==> src/hdl/periph_defines.svh <==
/*
  Peripheral subsystem constants: bus window, pin and line counts,
  and the numbering of interrupt sources
*/
`ifndef PERIPH_DEFINES_SVH
`define PERIPH_DEFINES_SVH

// Upper address half of the peripheral window
`define PERIPH_BASE_HI 16'h2000

`define PERIPH_GPIO_W 16
`define PERIPH_NEXT_INT 8

// Interrupt sources, id 0 reserved
`define PERIPH_NSRC 32
`define PERIPH_ID_W 5

`define PERIPH_SRC_GPIO 1
`define PERIPH_SRC_TIMER 17
`define PERIPH_SRC_EXT 18

`endif

==> src/hdl/periph_pkg.sv <==
/*
  Peripheral subsystem types: controller states, block select
  and register offsets of each block
*/
`default_nettype none

package periph_pkg;

  typedef enum logic [1:0] {
    ST_IDLE   = 2'd0,
    ST_ACCESS = 2'd1,
    ST_RESP   = 2'd2
  } ctrl_state_e;

  typedef enum logic [1:0] {
    SEL_GPIO  = 2'd0,
    SEL_TIMER = 2'd1,
    SEL_INTC  = 2'd2,
    SEL_NONE  = 2'd3
  } periph_sel_e;

  // Word offsets from address bits 3:2
  typedef enum logic [1:0] {
    GPIO_IN  = 2'd0,
    GPIO_OUT = 2'd1,
    GPIO_OEN = 2'd2,
    GPIO_IEN = 2'd3
  } gpio_reg_e;

  typedef enum logic [1:0] {
    TMR_COUNT = 2'd0,
    TMR_CMP   = 2'd1,
    TMR_CTRL  = 2'd2
  } timer_reg_e;

  typedef enum logic [1:0] {
    INTC_PEND  = 2'd0,
    INTC_EN    = 2'd1,
    INTC_CLAIM = 2'd2,
    INTC_MSIP  = 2'd3
  } intc_reg_e;

endpackage

`default_nettype wire

==> src/hdl/periph_bus_ctrl.sv <==
/*
  Bus slave controller: grants one request at a time, decodes the target
  block, strobes its register port and returns the read data
*/
`default_nettype none
`include "periph_defines.svh"

module periph_bus_ctrl (
  input  wire         clk_i,
  input  wire         reset_i,
  input  wire         req_i,
  input  wire  [31:0] addr_i,
  input  wire         we_i,
  input  wire  [3:0]  be_i,
  input  wire  [31:0] wdata_i,
  output logic        gnt_o,
  output logic        rvalid_o,
  output logic [31:0] rdata_o,
  output logic        gpio_sel_o,
  output logic        tmr_sel_o,
  output logic        intc_sel_o,
  output logic        reg_we_o,
  output logic [1:0]  reg_off_o,
  output logic [31:0] reg_wdata_o,
  output logic [3:0]  reg_be_o,
  input  wire  [31:0] gpio_rdata_i,
  input  wire  [31:0] tmr_rdata_i,
  input  wire  [31:0] intc_rdata_i
);

  periph_pkg::ctrl_state_e state_q;
  periph_pkg::periph_sel_e sel_d;
  periph_pkg::periph_sel_e sel_q;
  logic                    we_q;
  logic [1:0]              off_q;
  logic [31:0]             wdata_q;
  logic [3:0]              be_q;
  logic [31:0]             rdata_d;
  logic [31:0]             rdata_q;

  assign gnt_o = (state_q == periph_pkg::ST_IDLE) && req_i;

  // Address decode
  always_comb begin
    sel_d = periph_pkg::SEL_NONE;
    if (addr_i[31:16] == `PERIPH_BASE_HI) begin
      case (addr_i[15:12])
        4'd0:    sel_d = periph_pkg::SEL_GPIO;
        4'd1:    sel_d = periph_pkg::SEL_TIMER;
        4'd2:    sel_d = periph_pkg::SEL_INTC;
        default: sel_d = periph_pkg::SEL_NONE;
      endcase
    end
  end

  always_ff @(posedge clk_i) begin
    if (reset_i) begin
      state_q <= periph_pkg::ST_IDLE;
    end else begin
      case (state_q)
        periph_pkg::ST_IDLE:   if (gnt_o) state_q <= periph_pkg::ST_ACCESS;
        periph_pkg::ST_ACCESS: state_q <= periph_pkg::ST_RESP;
        default:               state_q <= periph_pkg::ST_IDLE;
      endcase
    end
  end

  // Request held for the access cycle
  always_ff @(posedge clk_i) begin
    if (gnt_o) begin
      sel_q   <= sel_d;
      we_q    <= we_i;
      off_q   <= addr_i[3:2];
      wdata_q <= wdata_i;
      be_q    <= be_i;
    end
  end

  assign gpio_sel_o  = (state_q == periph_pkg::ST_ACCESS) && (sel_q == periph_pkg::SEL_GPIO);
  assign tmr_sel_o   = (state_q == periph_pkg::ST_ACCESS) && (sel_q == periph_pkg::SEL_TIMER);
  assign intc_sel_o  = (state_q == periph_pkg::ST_ACCESS) && (sel_q == periph_pkg::SEL_INTC);
  assign reg_we_o    = we_q;
  assign reg_off_o   = off_q;
  assign reg_wdata_o = wdata_q;
  assign reg_be_o    = be_q;

  // Writes and unmapped reads return zero
  always_comb begin
    case (sel_q)
      periph_pkg::SEL_GPIO:  rdata_d = gpio_rdata_i;
      periph_pkg::SEL_TIMER: rdata_d = tmr_rdata_i;
      periph_pkg::SEL_INTC:  rdata_d = intc_rdata_i;
      default:               rdata_d = '0;
    endcase
    if (we_q) rdata_d = '0;
  end

  always_ff @(posedge clk_i) begin
    if (state_q == periph_pkg::ST_ACCESS) rdata_q <= rdata_d;
  end

  assign rvalid_o = (state_q == periph_pkg::ST_RESP);
  assign rdata_o  = rdata_q;

  gnt_rvalid_excl: assert property (@(posedge clk_i) disable iff (reset_i)
    !(gnt_o && rvalid_o));

  // At most one block is addressed per access
  sel_onehot: assert property (@(posedge clk_i) disable iff (reset_i)
    $onehot0({gpio_sel_o, tmr_sel_o, intc_sel_o}));

endmodule

`default_nettype wire

==> src/hdl/periph_gpio.sv <==
/*
  GPIO block: output and output-enable registers, synchronized inputs
  and per-pin rising-edge interrupt pulses
*/
`default_nettype none
`include "periph_defines.svh"

module periph_gpio (
  input  wire                         clk_i,
  input  wire                         reset_i,
  input  wire                         sel_i,
  input  wire                         we_i,
  input  wire  [1:0]                  off_i,
  input  wire  [31:0]                 wdata_i,
  input  wire  [3:0]                  be_i,
  output logic [31:0]                 rdata_o,
  input  wire  [`PERIPH_GPIO_W-1:0]   gpio_i,
  output logic [`PERIPH_GPIO_W-1:0]   gpio_o,
  output logic [`PERIPH_GPIO_W-1:0]   gpio_oe_o,
  output logic [`PERIPH_GPIO_W-1:0]   intr_o
);

  localparam int NBYTE = `PERIPH_GPIO_W / 8;

  periph_pkg::gpio_reg_e     off;
  logic [`PERIPH_GPIO_W-1:0] sync1_q;
  logic [`PERIPH_GPIO_W-1:0] sync2_q;
  logic [`PERIPH_GPIO_W-1:0] prev_q;
  logic [`PERIPH_GPIO_W-1:0] out_q;
  logic [`PERIPH_GPIO_W-1:0] oen_q;
  logic [`PERIPH_GPIO_W-1:0] ien_q;

  assign off = periph_pkg::gpio_reg_e'(off_i);

  // Two-stage synchronizer plus edge history
  always_ff @(posedge clk_i) begin
    if (reset_i) begin
      sync1_q <= '0;
      sync2_q <= '0;
      prev_q  <= '0;
    end else begin
      sync1_q <= gpio_i;
      sync2_q <= sync1_q;
      prev_q  <= sync2_q;
    end
  end

  assign intr_o = sync2_q & ~prev_q & ien_q;

  always_ff @(posedge clk_i) begin
    if (reset_i) begin
      out_q <= '0;
      oen_q <= '0;
      ien_q <= '0;
    end else if (sel_i && we_i) begin
      for (int b = 0; b < NBYTE; b++) begin
        if (be_i[b]) begin
          case (off)
            periph_pkg::GPIO_OUT: out_q[8*b +: 8] <= wdata_i[8*b +: 8];
            periph_pkg::GPIO_OEN: oen_q[8*b +: 8] <= wdata_i[8*b +: 8];
            periph_pkg::GPIO_IEN: ien_q[8*b +: 8] <= wdata_i[8*b +: 8];
            default: ;
          endcase
        end
      end
    end
  end

  always_comb begin
    case (off)
      periph_pkg::GPIO_IN:  rdata_o = 32'(sync2_q);
      periph_pkg::GPIO_OUT: rdata_o = 32'(out_q);
      periph_pkg::GPIO_OEN: rdata_o = 32'(oen_q);
      default:              rdata_o = 32'(ien_q);
    endcase
  end

  assign gpio_o    = out_q;
  assign gpio_oe_o = oen_q;

endmodule

`default_nettype wire

==> src/hdl/periph_timer.sv <==
/*
  Compare timer: free-running counter that wraps to zero on a
  compare match and pulses its interrupt line
*/
`default_nettype none

module periph_timer (
  input  wire         clk_i,
  input  wire         reset_i,
  input  wire         sel_i,
  input  wire         we_i,
  input  wire  [1:0]  off_i,
  input  wire  [31:0] wdata_i,
  input  wire  [3:0]  be_i,
  output logic [31:0] rdata_o,
  output logic        intr_o
);

  periph_pkg::timer_reg_e off;
  logic [31:0]            count_q;
  logic [31:0]            cmp_q;
  logic                   en_q;
  logic                   match;
  logic                   wr;

  assign off   = periph_pkg::timer_reg_e'(off_i);
  assign wr    = sel_i && we_i;
  assign match = en_q && (count_q == cmp_q);

  always_ff @(posedge clk_i) begin
    if (reset_i) begin
      count_q <= '0;
      cmp_q   <= '0;
      en_q    <= 1'b0;
      intr_o  <= 1'b0;
    end else begin
      intr_o <= match;
      // Software write to the count wins over counting
      if (wr && off == periph_pkg::TMR_COUNT) begin
        for (int b = 0; b < 4; b++) begin
          if (be_i[b]) count_q[8*b +: 8] <= wdata_i[8*b +: 8];
        end
      end else if (match) begin
        count_q <= '0;
      end else if (en_q) begin
        count_q <= count_q + 32'd1;
      end
      if (wr && off == periph_pkg::TMR_CMP) begin
        for (int b = 0; b < 4; b++) begin
          if (be_i[b]) cmp_q[8*b +: 8] <= wdata_i[8*b +: 8];
        end
      end
      if (wr && off == periph_pkg::TMR_CTRL && be_i[0]) en_q <= wdata_i[0];
    end
  end

  always_comb begin
    case (off)
      periph_pkg::TMR_COUNT: rdata_o = count_q;
      periph_pkg::TMR_CMP:   rdata_o = cmp_q;
      periph_pkg::TMR_CTRL:  rdata_o = {31'b0, en_q};
      default:               rdata_o = '0;
    endcase
  end

endmodule

`default_nettype wire

==> src/hdl/periph_intc.sv <==
/*
  Interrupt controller: edge-latched pending bits, enables,
  lowest-id claim and a software interrupt bit
*/
`default_nettype none
`include "periph_defines.svh"

module periph_intc (
  input  wire                      clk_i,
  input  wire                      reset_i,
  input  wire                      sel_i,
  input  wire                      we_i,
  input  wire  [1:0]               off_i,
  input  wire  [31:0]              wdata_i,
  input  wire  [3:0]               be_i,
  output logic [31:0]              rdata_o,
  input  wire  [`PERIPH_NSRC-1:0]  src_i,
  output logic                     irq_o,
  output logic                     msip_o
);

  periph_pkg::intc_reg_e   off;
  logic [`PERIPH_NSRC-1:0] src_q;
  logic [`PERIPH_NSRC-1:0] pend_q;
  logic [`PERIPH_NSRC-1:0] en_q;
  logic [`PERIPH_NSRC-1:0] active;
  logic [`PERIPH_NSRC-1:0] edge_set;
  logic [`PERIPH_NSRC-1:0] claim_clr;
  logic [`PERIPH_ID_W-1:0] claim_id;
  logic                    claim_rd;
  logic                    msip_q;

  assign off = periph_pkg::intc_reg_e'(off_i);

  // Id 0 never latches
  assign edge_set = src_i & ~src_q & {{(`PERIPH_NSRC-1){1'b1}}, 1'b0};
  assign active   = pend_q & en_q;
  assign irq_o    = |active;
  assign msip_o   = msip_q;

  // Lowest active id wins
  always_comb begin
    claim_id = '0;
    for (int i = `PERIPH_NSRC - 1; i > 0; i--) begin
      if (active[i]) claim_id = `PERIPH_ID_W'(i);
    end
  end

  assign claim_rd  = sel_i && !we_i && (off == periph_pkg::INTC_CLAIM);
  assign claim_clr = claim_rd ? (`PERIPH_NSRC'(1) << claim_id) : '0;

  always_ff @(posedge clk_i) begin
    if (reset_i) begin
      src_q  <= '0;
      pend_q <= '0;
      en_q   <= '0;
      msip_q <= 1'b0;
    end else begin
      src_q  <= src_i;
      // A new edge on the claimed id keeps it pending
      pend_q <= (pend_q & ~claim_clr) | edge_set;
      if (sel_i && we_i && off == periph_pkg::INTC_EN) begin
        for (int b = 0; b < 4; b++) begin
          if (be_i[b]) en_q[8*b +: 8] <= wdata_i[8*b +: 8];
        end
      end
      if (sel_i && we_i && off == periph_pkg::INTC_MSIP && be_i[0]) msip_q <= wdata_i[0];
    end
  end

  always_comb begin
    case (off)
      periph_pkg::INTC_PEND:  rdata_o = 32'(pend_q);
      periph_pkg::INTC_EN:    rdata_o = 32'(en_q);
      periph_pkg::INTC_CLAIM: rdata_o = 32'(claim_id);
      default:                rdata_o = {31'b0, msip_q};
    endcase
  end

  claim_nonzero: assert property (@(posedge clk_i) disable iff (reset_i)
    (claim_rd && irq_o) |-> (claim_id != '0));

endmodule

`default_nettype wire

==> src/hdl/peripheral_subsystem.sv <==
/*
  Peripheral subsystem top: bus controller, GPIO, timer and
  interrupt controller with the interrupt source vector
*/
`default_nettype none
`include "periph_defines.svh"

module peripheral_subsystem (
  input  wire                         clk_i,
  input  wire                         reset_i,
  input  wire                         req_i,
  input  wire  [31:0]                 addr_i,
  input  wire                         we_i,
  input  wire  [3:0]                  be_i,
  input  wire  [31:0]                 wdata_i,
  output logic                        gnt_o,
  output logic                        rvalid_o,
  output logic [31:0]                 rdata_o,
  input  wire  [`PERIPH_GPIO_W-1:0]   gpio_i,
  output logic [`PERIPH_GPIO_W-1:0]   gpio_o,
  output logic [`PERIPH_GPIO_W-1:0]   gpio_oe_o,
  input  wire  [`PERIPH_NEXT_INT-1:0] ext_intr_i,
  output logic                        irq_o,
  output logic                        msip_o
);

  localparam int NPAD = `PERIPH_NSRC - `PERIPH_SRC_EXT - `PERIPH_NEXT_INT;

  logic                      gpio_sel;
  logic                      tmr_sel;
  logic                      intc_sel;
  logic                      reg_we;
  logic [1:0]                reg_off;
  logic [31:0]               reg_wdata;
  logic [3:0]                reg_be;
  logic [31:0]               gpio_rdata;
  logic [31:0]               tmr_rdata;
  logic [31:0]               intc_rdata;
  logic [`PERIPH_GPIO_W-1:0] gpio_intr;
  logic                      tmr_intr;
  logic [`PERIPH_NSRC-1:0]   intr_src;

  // Id 0 is reserved and tied low
  assign intr_src[0]                                       = 1'b0;
  assign intr_src[`PERIPH_SRC_GPIO +: `PERIPH_GPIO_W]      = gpio_intr;
  assign intr_src[`PERIPH_SRC_TIMER]                       = tmr_intr;
  assign intr_src[`PERIPH_SRC_EXT +: `PERIPH_NEXT_INT]     = ext_intr_i;
  assign intr_src[`PERIPH_NSRC-1 -: NPAD]                  = '0;

  periph_bus_ctrl ctrl_i (
    .clk_i, .reset_i, .req_i, .addr_i, .we_i, .be_i, .wdata_i,
    .gnt_o, .rvalid_o, .rdata_o,
    .gpio_sel_o(gpio_sel), .tmr_sel_o(tmr_sel), .intc_sel_o(intc_sel),
    .reg_we_o(reg_we), .reg_off_o(reg_off), .reg_wdata_o(reg_wdata), .reg_be_o(reg_be),
    .gpio_rdata_i(gpio_rdata), .tmr_rdata_i(tmr_rdata), .intc_rdata_i(intc_rdata)
  );

  periph_gpio gpio_u (
    .clk_i, .reset_i, .sel_i(gpio_sel), .we_i(reg_we), .off_i(reg_off),
    .wdata_i(reg_wdata), .be_i(reg_be), .rdata_o(gpio_rdata),
    .gpio_i, .gpio_o, .gpio_oe_o, .intr_o(gpio_intr)
  );

  periph_timer timer_u (
    .clk_i, .reset_i, .sel_i(tmr_sel), .we_i(reg_we), .off_i(reg_off),
    .wdata_i(reg_wdata), .be_i(reg_be), .rdata_o(tmr_rdata), .intr_o(tmr_intr)
  );

  periph_intc intc_u (
    .clk_i, .reset_i, .sel_i(intc_sel), .we_i(reg_we), .off_i(reg_off),
    .wdata_i(reg_wdata), .be_i(reg_be), .rdata_o(intc_rdata),
    .src_i(intr_src), .irq_o, .msip_o
  );

endmodule

`default_nettype wire

==> config.mk <==
export PLATFORM = sky130hd
export DESIGN_NAME = peripheral_subsystem
export DESIGN_NICKNAME = d
export VERILOG_FILES = /design/src/hdl/periph_pkg.sv /design/src/hdl/periph_bus_ctrl.sv /design/src/hdl/periph_gpio.sv /design/src/hdl/periph_timer.sv /design/src/hdl/periph_intc.sv /design/src/hdl/peripheral_subsystem.sv
export VERILOG_INCLUDE_DIRS = /design/src /design/src/hdl
export SDC_FILE = /design/constraint.sdc
export NUM_CORES = 1
export LEC_CHECK = 0
export ABC_AREA = 0
export BUFFER_PORTS_ARGS = -buffer_cell sky130_fd_sc_hd__buf_2
export CORE_ASPECT_RATIO = 0.5
export CORE_UTILIZATION = 52
export CTS_BUF_LIST = sky130_fd_sc_hd__clkbuf_4 sky130_fd_sc_hd__clkbuf_8
export CTS_CLUSTER_DIAMETER = 60
export DETAILED_ROUTE_END_ITERATION = 16
export GPL_ROUTABILITY_DRIVEN = 0
export PLACE_DENSITY = 0.73
export SLEW_MARGIN = 40
export SYNTH_ARGS = -nofsm -noshare
export SYNTH_HDL_FRONTEND = slang
export SYNTH_HIERARCHICAL = 1
export SYNTH_SLANG_ARGS = --single-unit
==> constraint.sdc <==
create_clock -name clk_i -period 4.75 [get_ports clk_i]
set_input_delay 0.7125 -clock clk_i [delete_from_list [all_inputs] [get_ports clk_i]]
set_output_delay 0.7125 -clock clk_i [all_outputs]
set_load 0.005 [all_outputs]
# Word level (Yosys, flattened, before mapping)
# Cells that the tools add are included.
# totals
ff_bits	334
output_inout_bits	68
in_bits	96
word_cells	149
# op_classes
mux	46
eq_ne	16
n_bitwise	9
addsub	1
n_shift	1
n_reduce_logical	42
# op_table
op	count
one-hot mux 32 bit (3 select lines)	3
2-to-1 mux 5 bit	31
2-to-1 mux 32 bit	4
AND 32 bit	2
NOT 32 bit	2
one-hot mux 16 bit (3 select lines)	1
adder 32 x 1 -> 32 bit (second input constant)	1
AND 16 bit	2
AND 26 x 32 -> 32 bit	1
equality test 32 bit	1
2-to-1 mux 8 bit	4
bitwise OR 32 bit	1
OR reduction 32 bit	1
left shift 1 x 5 -> 32 bit (first input constant)	1
AND reduction 2 bit	12
AND reduction 3 bit	6
logical AND 1 bit	17
equality test 16 x 14 -> 1 bit (second input constant)	1
NOT 16 bit	1
inequality test 2 bit (second input constant)	5
equality test 2 bit (second input constant)	4
equality test 2 x 1 -> 1 bit (second input constant)	3
zero test 2 bit	3
one-hot mux 2 bit (3 select lines)	1
7 further kinds	7

# Longest topological paths before layout
# Gate-level depths: netlist of the first run.
# logic_depth
depth_word	37
ltp_mapped	11
mapped_depth_nobuf	8

# Hierarchy
# Netlist of the first run, hierarchy kept.
# by_module_without_submodules
module	seq_area_each_um2	n_inst	cells_each	area_each_um2
periph_intc	1921.8	1	534	4543.1
periph_timer	1321.3	1	563	4383.0
periph_gpio	1921.8	1	355	3913.8
periph_bus_ctrl	2232.1	1	235	3235.6
peripheral_subsystem	0.0	1	1	3.8

# Least setup slack after synthesis of the first run
# No wires, ideal clock.
# synth_timing
path_kind	input to output
startpoint	in req_i
endpoint	out gnt_o
cell_stages	1
setup_slack_ns	0.183
t_arrival_ns	3.854
cell_sequence	nor3b_1
# synth_between
elab_chain_len	1
# synth_lines
element	line_no	source
start: declaration	peripheral_subsystem.sv:11	input wire req_i,
logical AND 1 bit	periph_bus_ctrl.sv:41	assign gnt_o = (state_q == periph_pkg::ST_IDLE) && req_i;
end: declaration	peripheral_subsystem.sv:16	output logic gnt_o,
# Every way passes these cells.

# Worst setup path after layout of the first run
# layout_timing
startpoint	reg intc_u.en_q[2]
endpoint	out irq_o
# layout_between
elab_chain_len	2
# layout_lines
element	line_no	source
start: declaration	periph_intc.sv:25	logic [`PERIPH_NSRC-1:0] en_q;
start signal: indexed assignment	periph_intc.sv:64	if (be_i[b]) en_q[8*b +: 8] <= wdata_i[8*b +: 8];
AND 32 bit	periph_intc.sv:37	assign active = pend_q & en_q;
OR reduction 32 bit	periph_intc.sv:38	assign irq_o = |active;
end: declaration	peripheral_subsystem.sv:23	output logic irq_o,
# Every way passes these cells.

==> metrics, run 1 <==
DRC viols 0; diode count 0; maximum clock insertion buffer count 3; first-pass GRT wire length 68500 um; CTS Root Cell clkbuf_8; Max Fclk 321 MHz; num rows 45; Die Height 126 um; Fillers 2680; setup tns final 0 ns; fin crit share 65.5%; origin of the worst min-delay path wdata_i[22]; Fin. Hold Viols 0; core area 0.0303 mm^2; Synth cell types 89; die area 0.0317 mm^2; status finished, final reports clean; post-layout net count 1897; Final ANT Viol Nets 0; Clock transition at path regs 0.07 ns; post-synthesis average cell area 9.53 um^2; worst-skew pair later-pin latency 0.61 ns; Initial Utilization 53.0%; Synth Register Bits 333; final worst slack 1.64 ns; CP required 4.04 ns; CP Capture Type primary output; 1st-pass router iterations 5; RSZ-0062 raised after global routing false; share of cells above drive strength 1 17.0%; largest net degree at the start of global routing 187; CP Launch Point intc_u/en_q[2]; asr flop ratio synth 0%; vias in the first global route 11879; Die Span X 251 um; post-route insts no fill 2238; final WL 44700 um; clk sinks 333; Post-Syn Area 0.0161 mm^2; DP Worst Slack 1.81 ns; cts hold-fix bufs 0; Placed Instances 2149; CP startpoint kind flip-flop; area grow syn2layout 11.7%; Worst Path Max Fanout 5; Crit path largest cell delay 0.60 ns; cell taking the most area after synthesis dfxtp_1; CP Cell Sequence a222oi_1 > nand3_1 > nor2_1 > nand3_1 > buf_2; gr usage total 27.9%; initial antenna violation count 0; Hold Path Class in2reg; Slowest-stage cell, CP a222oi_1; Relative slew margins 38.7%; Worst R2R Path Depth 8; depth of the worst hold-timing path 1; cell repeated most along the worst path nand3_1; post-CTS setup buffers 0; Worst Tran Pin Value 0.910 ns; WP data arrival 2.40 ns; via count 13007; 1st-iter DRT viols 1416; PD cells 343 mW/mm^2; I/O pin count 164; skew final 0.0341 ns; DR WL/cell 20.0 um; Num CTS Buffers 48; CTS tree built; fin. max-slew vios 0; number of synthesized flops with an enable pin 73; Seq/Total Area, Yosys 46.0%; GR Overflow Total 0; Max Cap Violations 0; H-tree depth 2; Final setup viols 0; Final Critical Period 3.11 ns; ys flop type dfxtp_1; final instance area 0.0180 mm^2; reg2reg start ctrl_i/state_q[1]; Leakage Power 7.06 nW; top cells by area, synth dfxtp_1, edfxtp_1, mux2i_1, a21oi_1, nand2_1; DP Wirelength 30100 um; warnings from Yosys 6; Yosys top cell area share 32.4%; Cells after Synth 1688; via/cell ratio 5.81; port bufs 153; Worst VDD drop 181 uV; CTS resizes 0; Post-DP Area 0.0169 mm^2; Crit Path Category reg2out
placed cells by master (no fill, tap or decap), types with 23 or more instances in the layout:
cell type / instances
o22ai_1: 27
buf_2: 152
nand3_1: 82
edfxtp_1: 73
a21oi_1: 136
xnor2_1: 35
conb_1: 25
mux2i_1: 154
nor2b_1: 91
nor2_1: 112
nand2b_1: 66
inv_1: 35
nand2_1: 164
dfxtp_1: 260
or2_1: 23
o21ai_0: 23
clkbuf_8: 63
stage by stage:
| step | total power, mW | hold WS, ns | util (%) |
|---|---|---|---|
| after floorplan | 3.50 | 0.389 | - |
| after CTS | 6.18 | 0.252 | 59.2 |
| final | 6.15 | 0.286 | 59.2 |
| after detailed placement | 3.66 | 0.404 | 55.6 |
| after global placement | 3.66 | 0.394 | 55.6 |
| after global routing | 6.38 | 0.253 | 59.2 |
flip-flops by register name, indices dropped and copies added (netlist names), 2 cells and up:
signal / cells
intc_u/en_q: 32
gpio_u/sync2_q: 16
gpio_u/gpio_oe_o: 16
timer_u/count_q: 32
intc_u/pend_q: 32
intc_u/src_q: 31
ctrl_i/rdata_o: 32
timer_u/cmp_q: 32
gpio_u/prev_q: 16
ctrl_i/state_q: 2
gpio_u/ien_q: 16
ctrl_i/reg_wdata_o: 32
ctrl_i/sel_q: 2
gpio_u/gpio_o: 16
ctrl_i/reg_off_o: 2
ctrl_i/reg_be_o: 4
gpio_u/sync1_q: 16
power by group:
part	internal [mW]	leakage (nW)	switching, mW	total, mW
registers	3.00	2.81	0.168	3.17
logic	0.197	3.68	0.248	0.445
clock network	1.39	0.574	1.15	2.54
logic make-up after synthesis:
group | after synthesis | synth area share [%]
AND/OR/NAND/NOR | 681 | 22.8
adder cells (fa/ha/maj) | 1 | 0.0778
AO/OA/AOI/OAI | 296 | 11.7
flip-flops | 333 | 46.0
multiplexers | 174 | 12.2
buffers and inverters | 166 | 5.36
other | 2 | 0.0467
XOR/XNOR | 35 | 1.91
area by class of cell:
type	instances	area [um^2]	area share, %
clock buffers	81	1000	5.58
clock inverters	8	76.3	0.425
inverters	36	135	0.753
multi-input cells	1212	7930	44.2
flip-flops and latches	333	7400	41.2
well taps	399	499	2.78
repair buffers	169	917	5.11
final timing paths:
path | endpoint | slack (ns)
min reg2reg | intc_u/pend_q[6] | 0.42
max | irq_o | 1.64
max reg2reg | intc_u/pend_q[15] | 1.65
min | ctrl_i/reg_wdata_o[22] | 0.29
cells in the mapped netlist (4+ instances only):
cell       number
nand2_1       164
inv_1          36
or2_2           4
nor2b_1        92
buf_4          21
o31ai_1         4
a32o_1          9
buf_6          17
buf_1          10
and4_1          6
clkbuf_1       56
and2_1          7
o211ai_1        7
nor3_1         14
o22ai_1        27
a211oi_1        5
a31oi_1         5
a21oi_1       136
nand3_1        82
nand4_1        15
buf_2          26
and3b_1         4
edfxtp_1       73
and3_1         19
o21ai_0        23
or3b_1          5
or2_1          23
o2bb2ai_1       4
xnor2_1        35
or2_0           9
nor3b_1         8
nor2_1        112
dfxtp_1       260
or3_1           4
a22oi_1        22
nand2b_1       66
mux4_2         17
a22o_1          7
nor4_1         12
o21ai_1        11
mux2i_1       154
metal layers:
metal	vias up	part of all wire [%]	track usage [%]
met4	0	2.4	8.77
met3	74	9.5	6.51
li1	6170	-	-
met2	569	42	39.5
met5	-	0	0
met1	6194	46	41.7
worst max-delay path, delay by kind of cell, from the launching register on:
kind,cells,cell delay (ns)
AO/OA/AOI/OAI,1,0.60
AND/OR/NAND/NOR,3,0.71
flip-flops,1,0.36
buffers and inverters,1,0.15
No activity file was read; power rests on OpenSTA's default activity.
==> run 2: changes to the inputs <==
==> constraint.sdc (replaced) <==
create_clock -name clk_i -period 3.05 [get_ports clk_i]
set_input_delay 0.4575 -clock clk_i [delete_from_list [all_inputs] [get_ports clk_i]]
set_output_delay 0.4575 -clock clk_i [all_outputs]
set_load 0.005 [all_outputs]
==> metrics, run 2 (same netlist as run 1, synthesis figures left out) <==
CTS Root Cell clkbuf_8; Placed Instances 2191 (+2.0%); Psw 2.36 mW (+50%); 1st-pass router iterations 5 (unchanged); post-route insts no fill 2275 (+1.7%); Fin. Hold Viols 0 (unchanged); CTS resizes 0 (unchanged); Crit path largest cell delay 0.52 ns (-0.08 ns); Max Fclk 345 MHz; final worst slack 0.152 ns (-1.49 ns); GR Overflow Total 0 (unchanged); CP required 2.59 ns (-1.45 ns); post-layout net count 1938 (+2.2%); DR WL/cell 19.8 um (-0.77%); Clock transition at path regs 0.07 ns (about the same); via count 13230 (+1.7%); worst hold margin 0.0425 ns (-0.244 ns); skew final 0.0159 ns (-0.0182 ns); num rows 45 (unchanged); gr usage total 28.0% (+0.13 points); Register Area 0.00740 mm^2 (unchanged); RSZ-0062 raised after global routing false; Worst Tran Pin Value 0.704 ns (-0.206 ns); CP top delay family simple AND/OR/NAND/NOR gates; largest net degree at the start of global routing 108 (-42%); logic gate share of total power 8.2% (+1.0 points); I/O pin count 164 (unchanged); Reg power frac 52.5% (+1.0 points); Leakage Power 7.21 nW (+2.1%); crit path buf inv count 1 (unchanged); Relative slew margins 51.7% (+13 points); Multi-input gate area 0.00792 mm^2 (-0.11%); area grow syn2layout 13.0%; maximum clock insertion buffer count 3 (unchanged); CTS tree built; die area 0.0317 mm^2 (unchanged); port bufs 153 (unchanged); Final Critical Period 2.90 ns; fin crit share 95.0%; core area 0.0303 mm^2 (unchanged); Die Span X 251 um (unchanged); switching portion of total power 25.2% (-0.24 points); clock power share 39.3% (-2.0 points); Int Pwr 6.98 mW (+52%); fin. max-slew vios 0 (unchanged); worst-skew pair later-pin latency 0.59 ns (-0.02 ns); via/cell ratio 5.82 (about the same); DP Wirelength 31600 um (+4.9%); final core utilization 59.9% (+0.71 points); Worst Path Max Fanout 6 (+1); diode count 0 (unchanged); CP Cell Sequence a22oi_1 > nand4_1 > nor2_1 > nand3_1 > buf_2; Die Height 126 um (unchanged); Final ANT Viol Nets 0 (unchanged); commonest non-fill, non-tap cell in the layout dfxtp_1; post-CTS setup buffers 0 (unchanged); Slowest-stage cell, CP a22oi_1; Initial Utilization 53.0% (unchanged); Final setup viols 0 (unchanged); setup tns final 0 ns (unchanged); Crit Path Category reg2out; vias in the first global route 11926 (+0.40%); Post-DP Area 0.0172 mm^2 (+1.8%); WP data arrival 2.44 ns (+0.04 ns); clk sinks 333 (unchanged); initial antenna violation count 0 (unchanged); Hold Path Class in2reg; DRC viols 0 (unchanged); final WL 45100 um (+0.87%); Fillers 2650 (-1.1%); total power 9.34 mW (+52%); first-pass GRT wire length 68700 um (+0.25%); DP Worst Slack 0.433 ns (-1.37 ns); CP startpoint kind flip-flop; status finished, final reports clean; PD cells 514 mW/mm^2 (+50%); Worst VDD drop 267 uV (+47%); CP Capture Type primary output; commonest cells after routing, fill and taps aside dfxtp_1, nand2_1, mux2i_1; 1st-iter DRT viols 1701 (+20%); final instance area 0.0182 mm^2 (+1.2%); cts hold-fix bufs 0 (unchanged); Max Cap Violations 0 (unchanged); Num CTS Buffers 46 (-4.2%); H-tree depth 2 (unchanged); share of cells above drive strength 1 18.4% (+1.5 points)
-- run 2: cell types whose count changed in the layout (fill, tap and decap cells not counted), moves of 2 or more --
cell / delta
clkbuf_4: +7
o31ai_1: +2
clkbuf_8: -10
clkinv_2: -2
o31ai_2: -2
nor3b_2: -2
buf_4: +42
-- run 2: area by class of cell --
| type | count | area share [%] |
|---|---|---|
| Clock buffer | 78 | 5.05 |
| Multi-Input combinational cell | 1212 | 43.6 |
| Timing Repair Buffer | 212 | 6.84 |
| Tap cell | 399 | 2.75 |
| Sequential cell | 333 | 40.7 |
| Clock inverter | 5 | 0.324 |
| Inverter | 36 | 0.744 |
-- run 2: path summary, 6_finish.rpt --
check / slack (ns) / startpoint / end / depth (start not counted)
max: 0.15 / intc_u/en_q[11] / irq_o / 5
min: 0.04 / wdata_i[8] / ctrl_i/reg_wdata_o[8] / 1
min reg2reg: 0.40 / intc_u/src_q[12] / intc_u/pend_q[12] / 1
max reg2reg: 0.33 / ctrl_i/state_q[1] / timer_u/count_q[0] / 7
-- run 2: power by group through the flow --
| stage | clock [mW] | combinational, mW | sequential (mW) |
|---|---|---|---|
| after floorplan | 0 | 0.592 | 4.86 |
| after global placement | 0 | 0.742 | 4.99 |
| after detailed placement | 0 | 0.745 | 4.99 |
| after CTS | 3.73 | 0.749 | 4.90 |
| after global routing | 3.95 | 0.829 | 4.91 |
| final | 3.67 | 0.767 | 4.90 |
-- run 2: layer usage --
metal | up-vias | wire length, um | global-route usage (%)
li1 | 6253 | - | -
met1 | 6326 | 20800 | 42.3
met2 | 579 | 19100 | 40.0
met3 | 72 | 4220 | 5.97
met4 | 0 | 984 | 7.76
met5 | - | 0 | 0
-- run 2: worst reg2reg max path, stage by stage (launching register included) --
cell	delay (ns)
dfxtp_1	0.34
nand2b_1	0.24
nor3b_1	0.33
nor4bb_4	0.61
nor2_1	0.28
a21oi_2	0.42
a21oi_1	0.08
a221oi_1	0.31
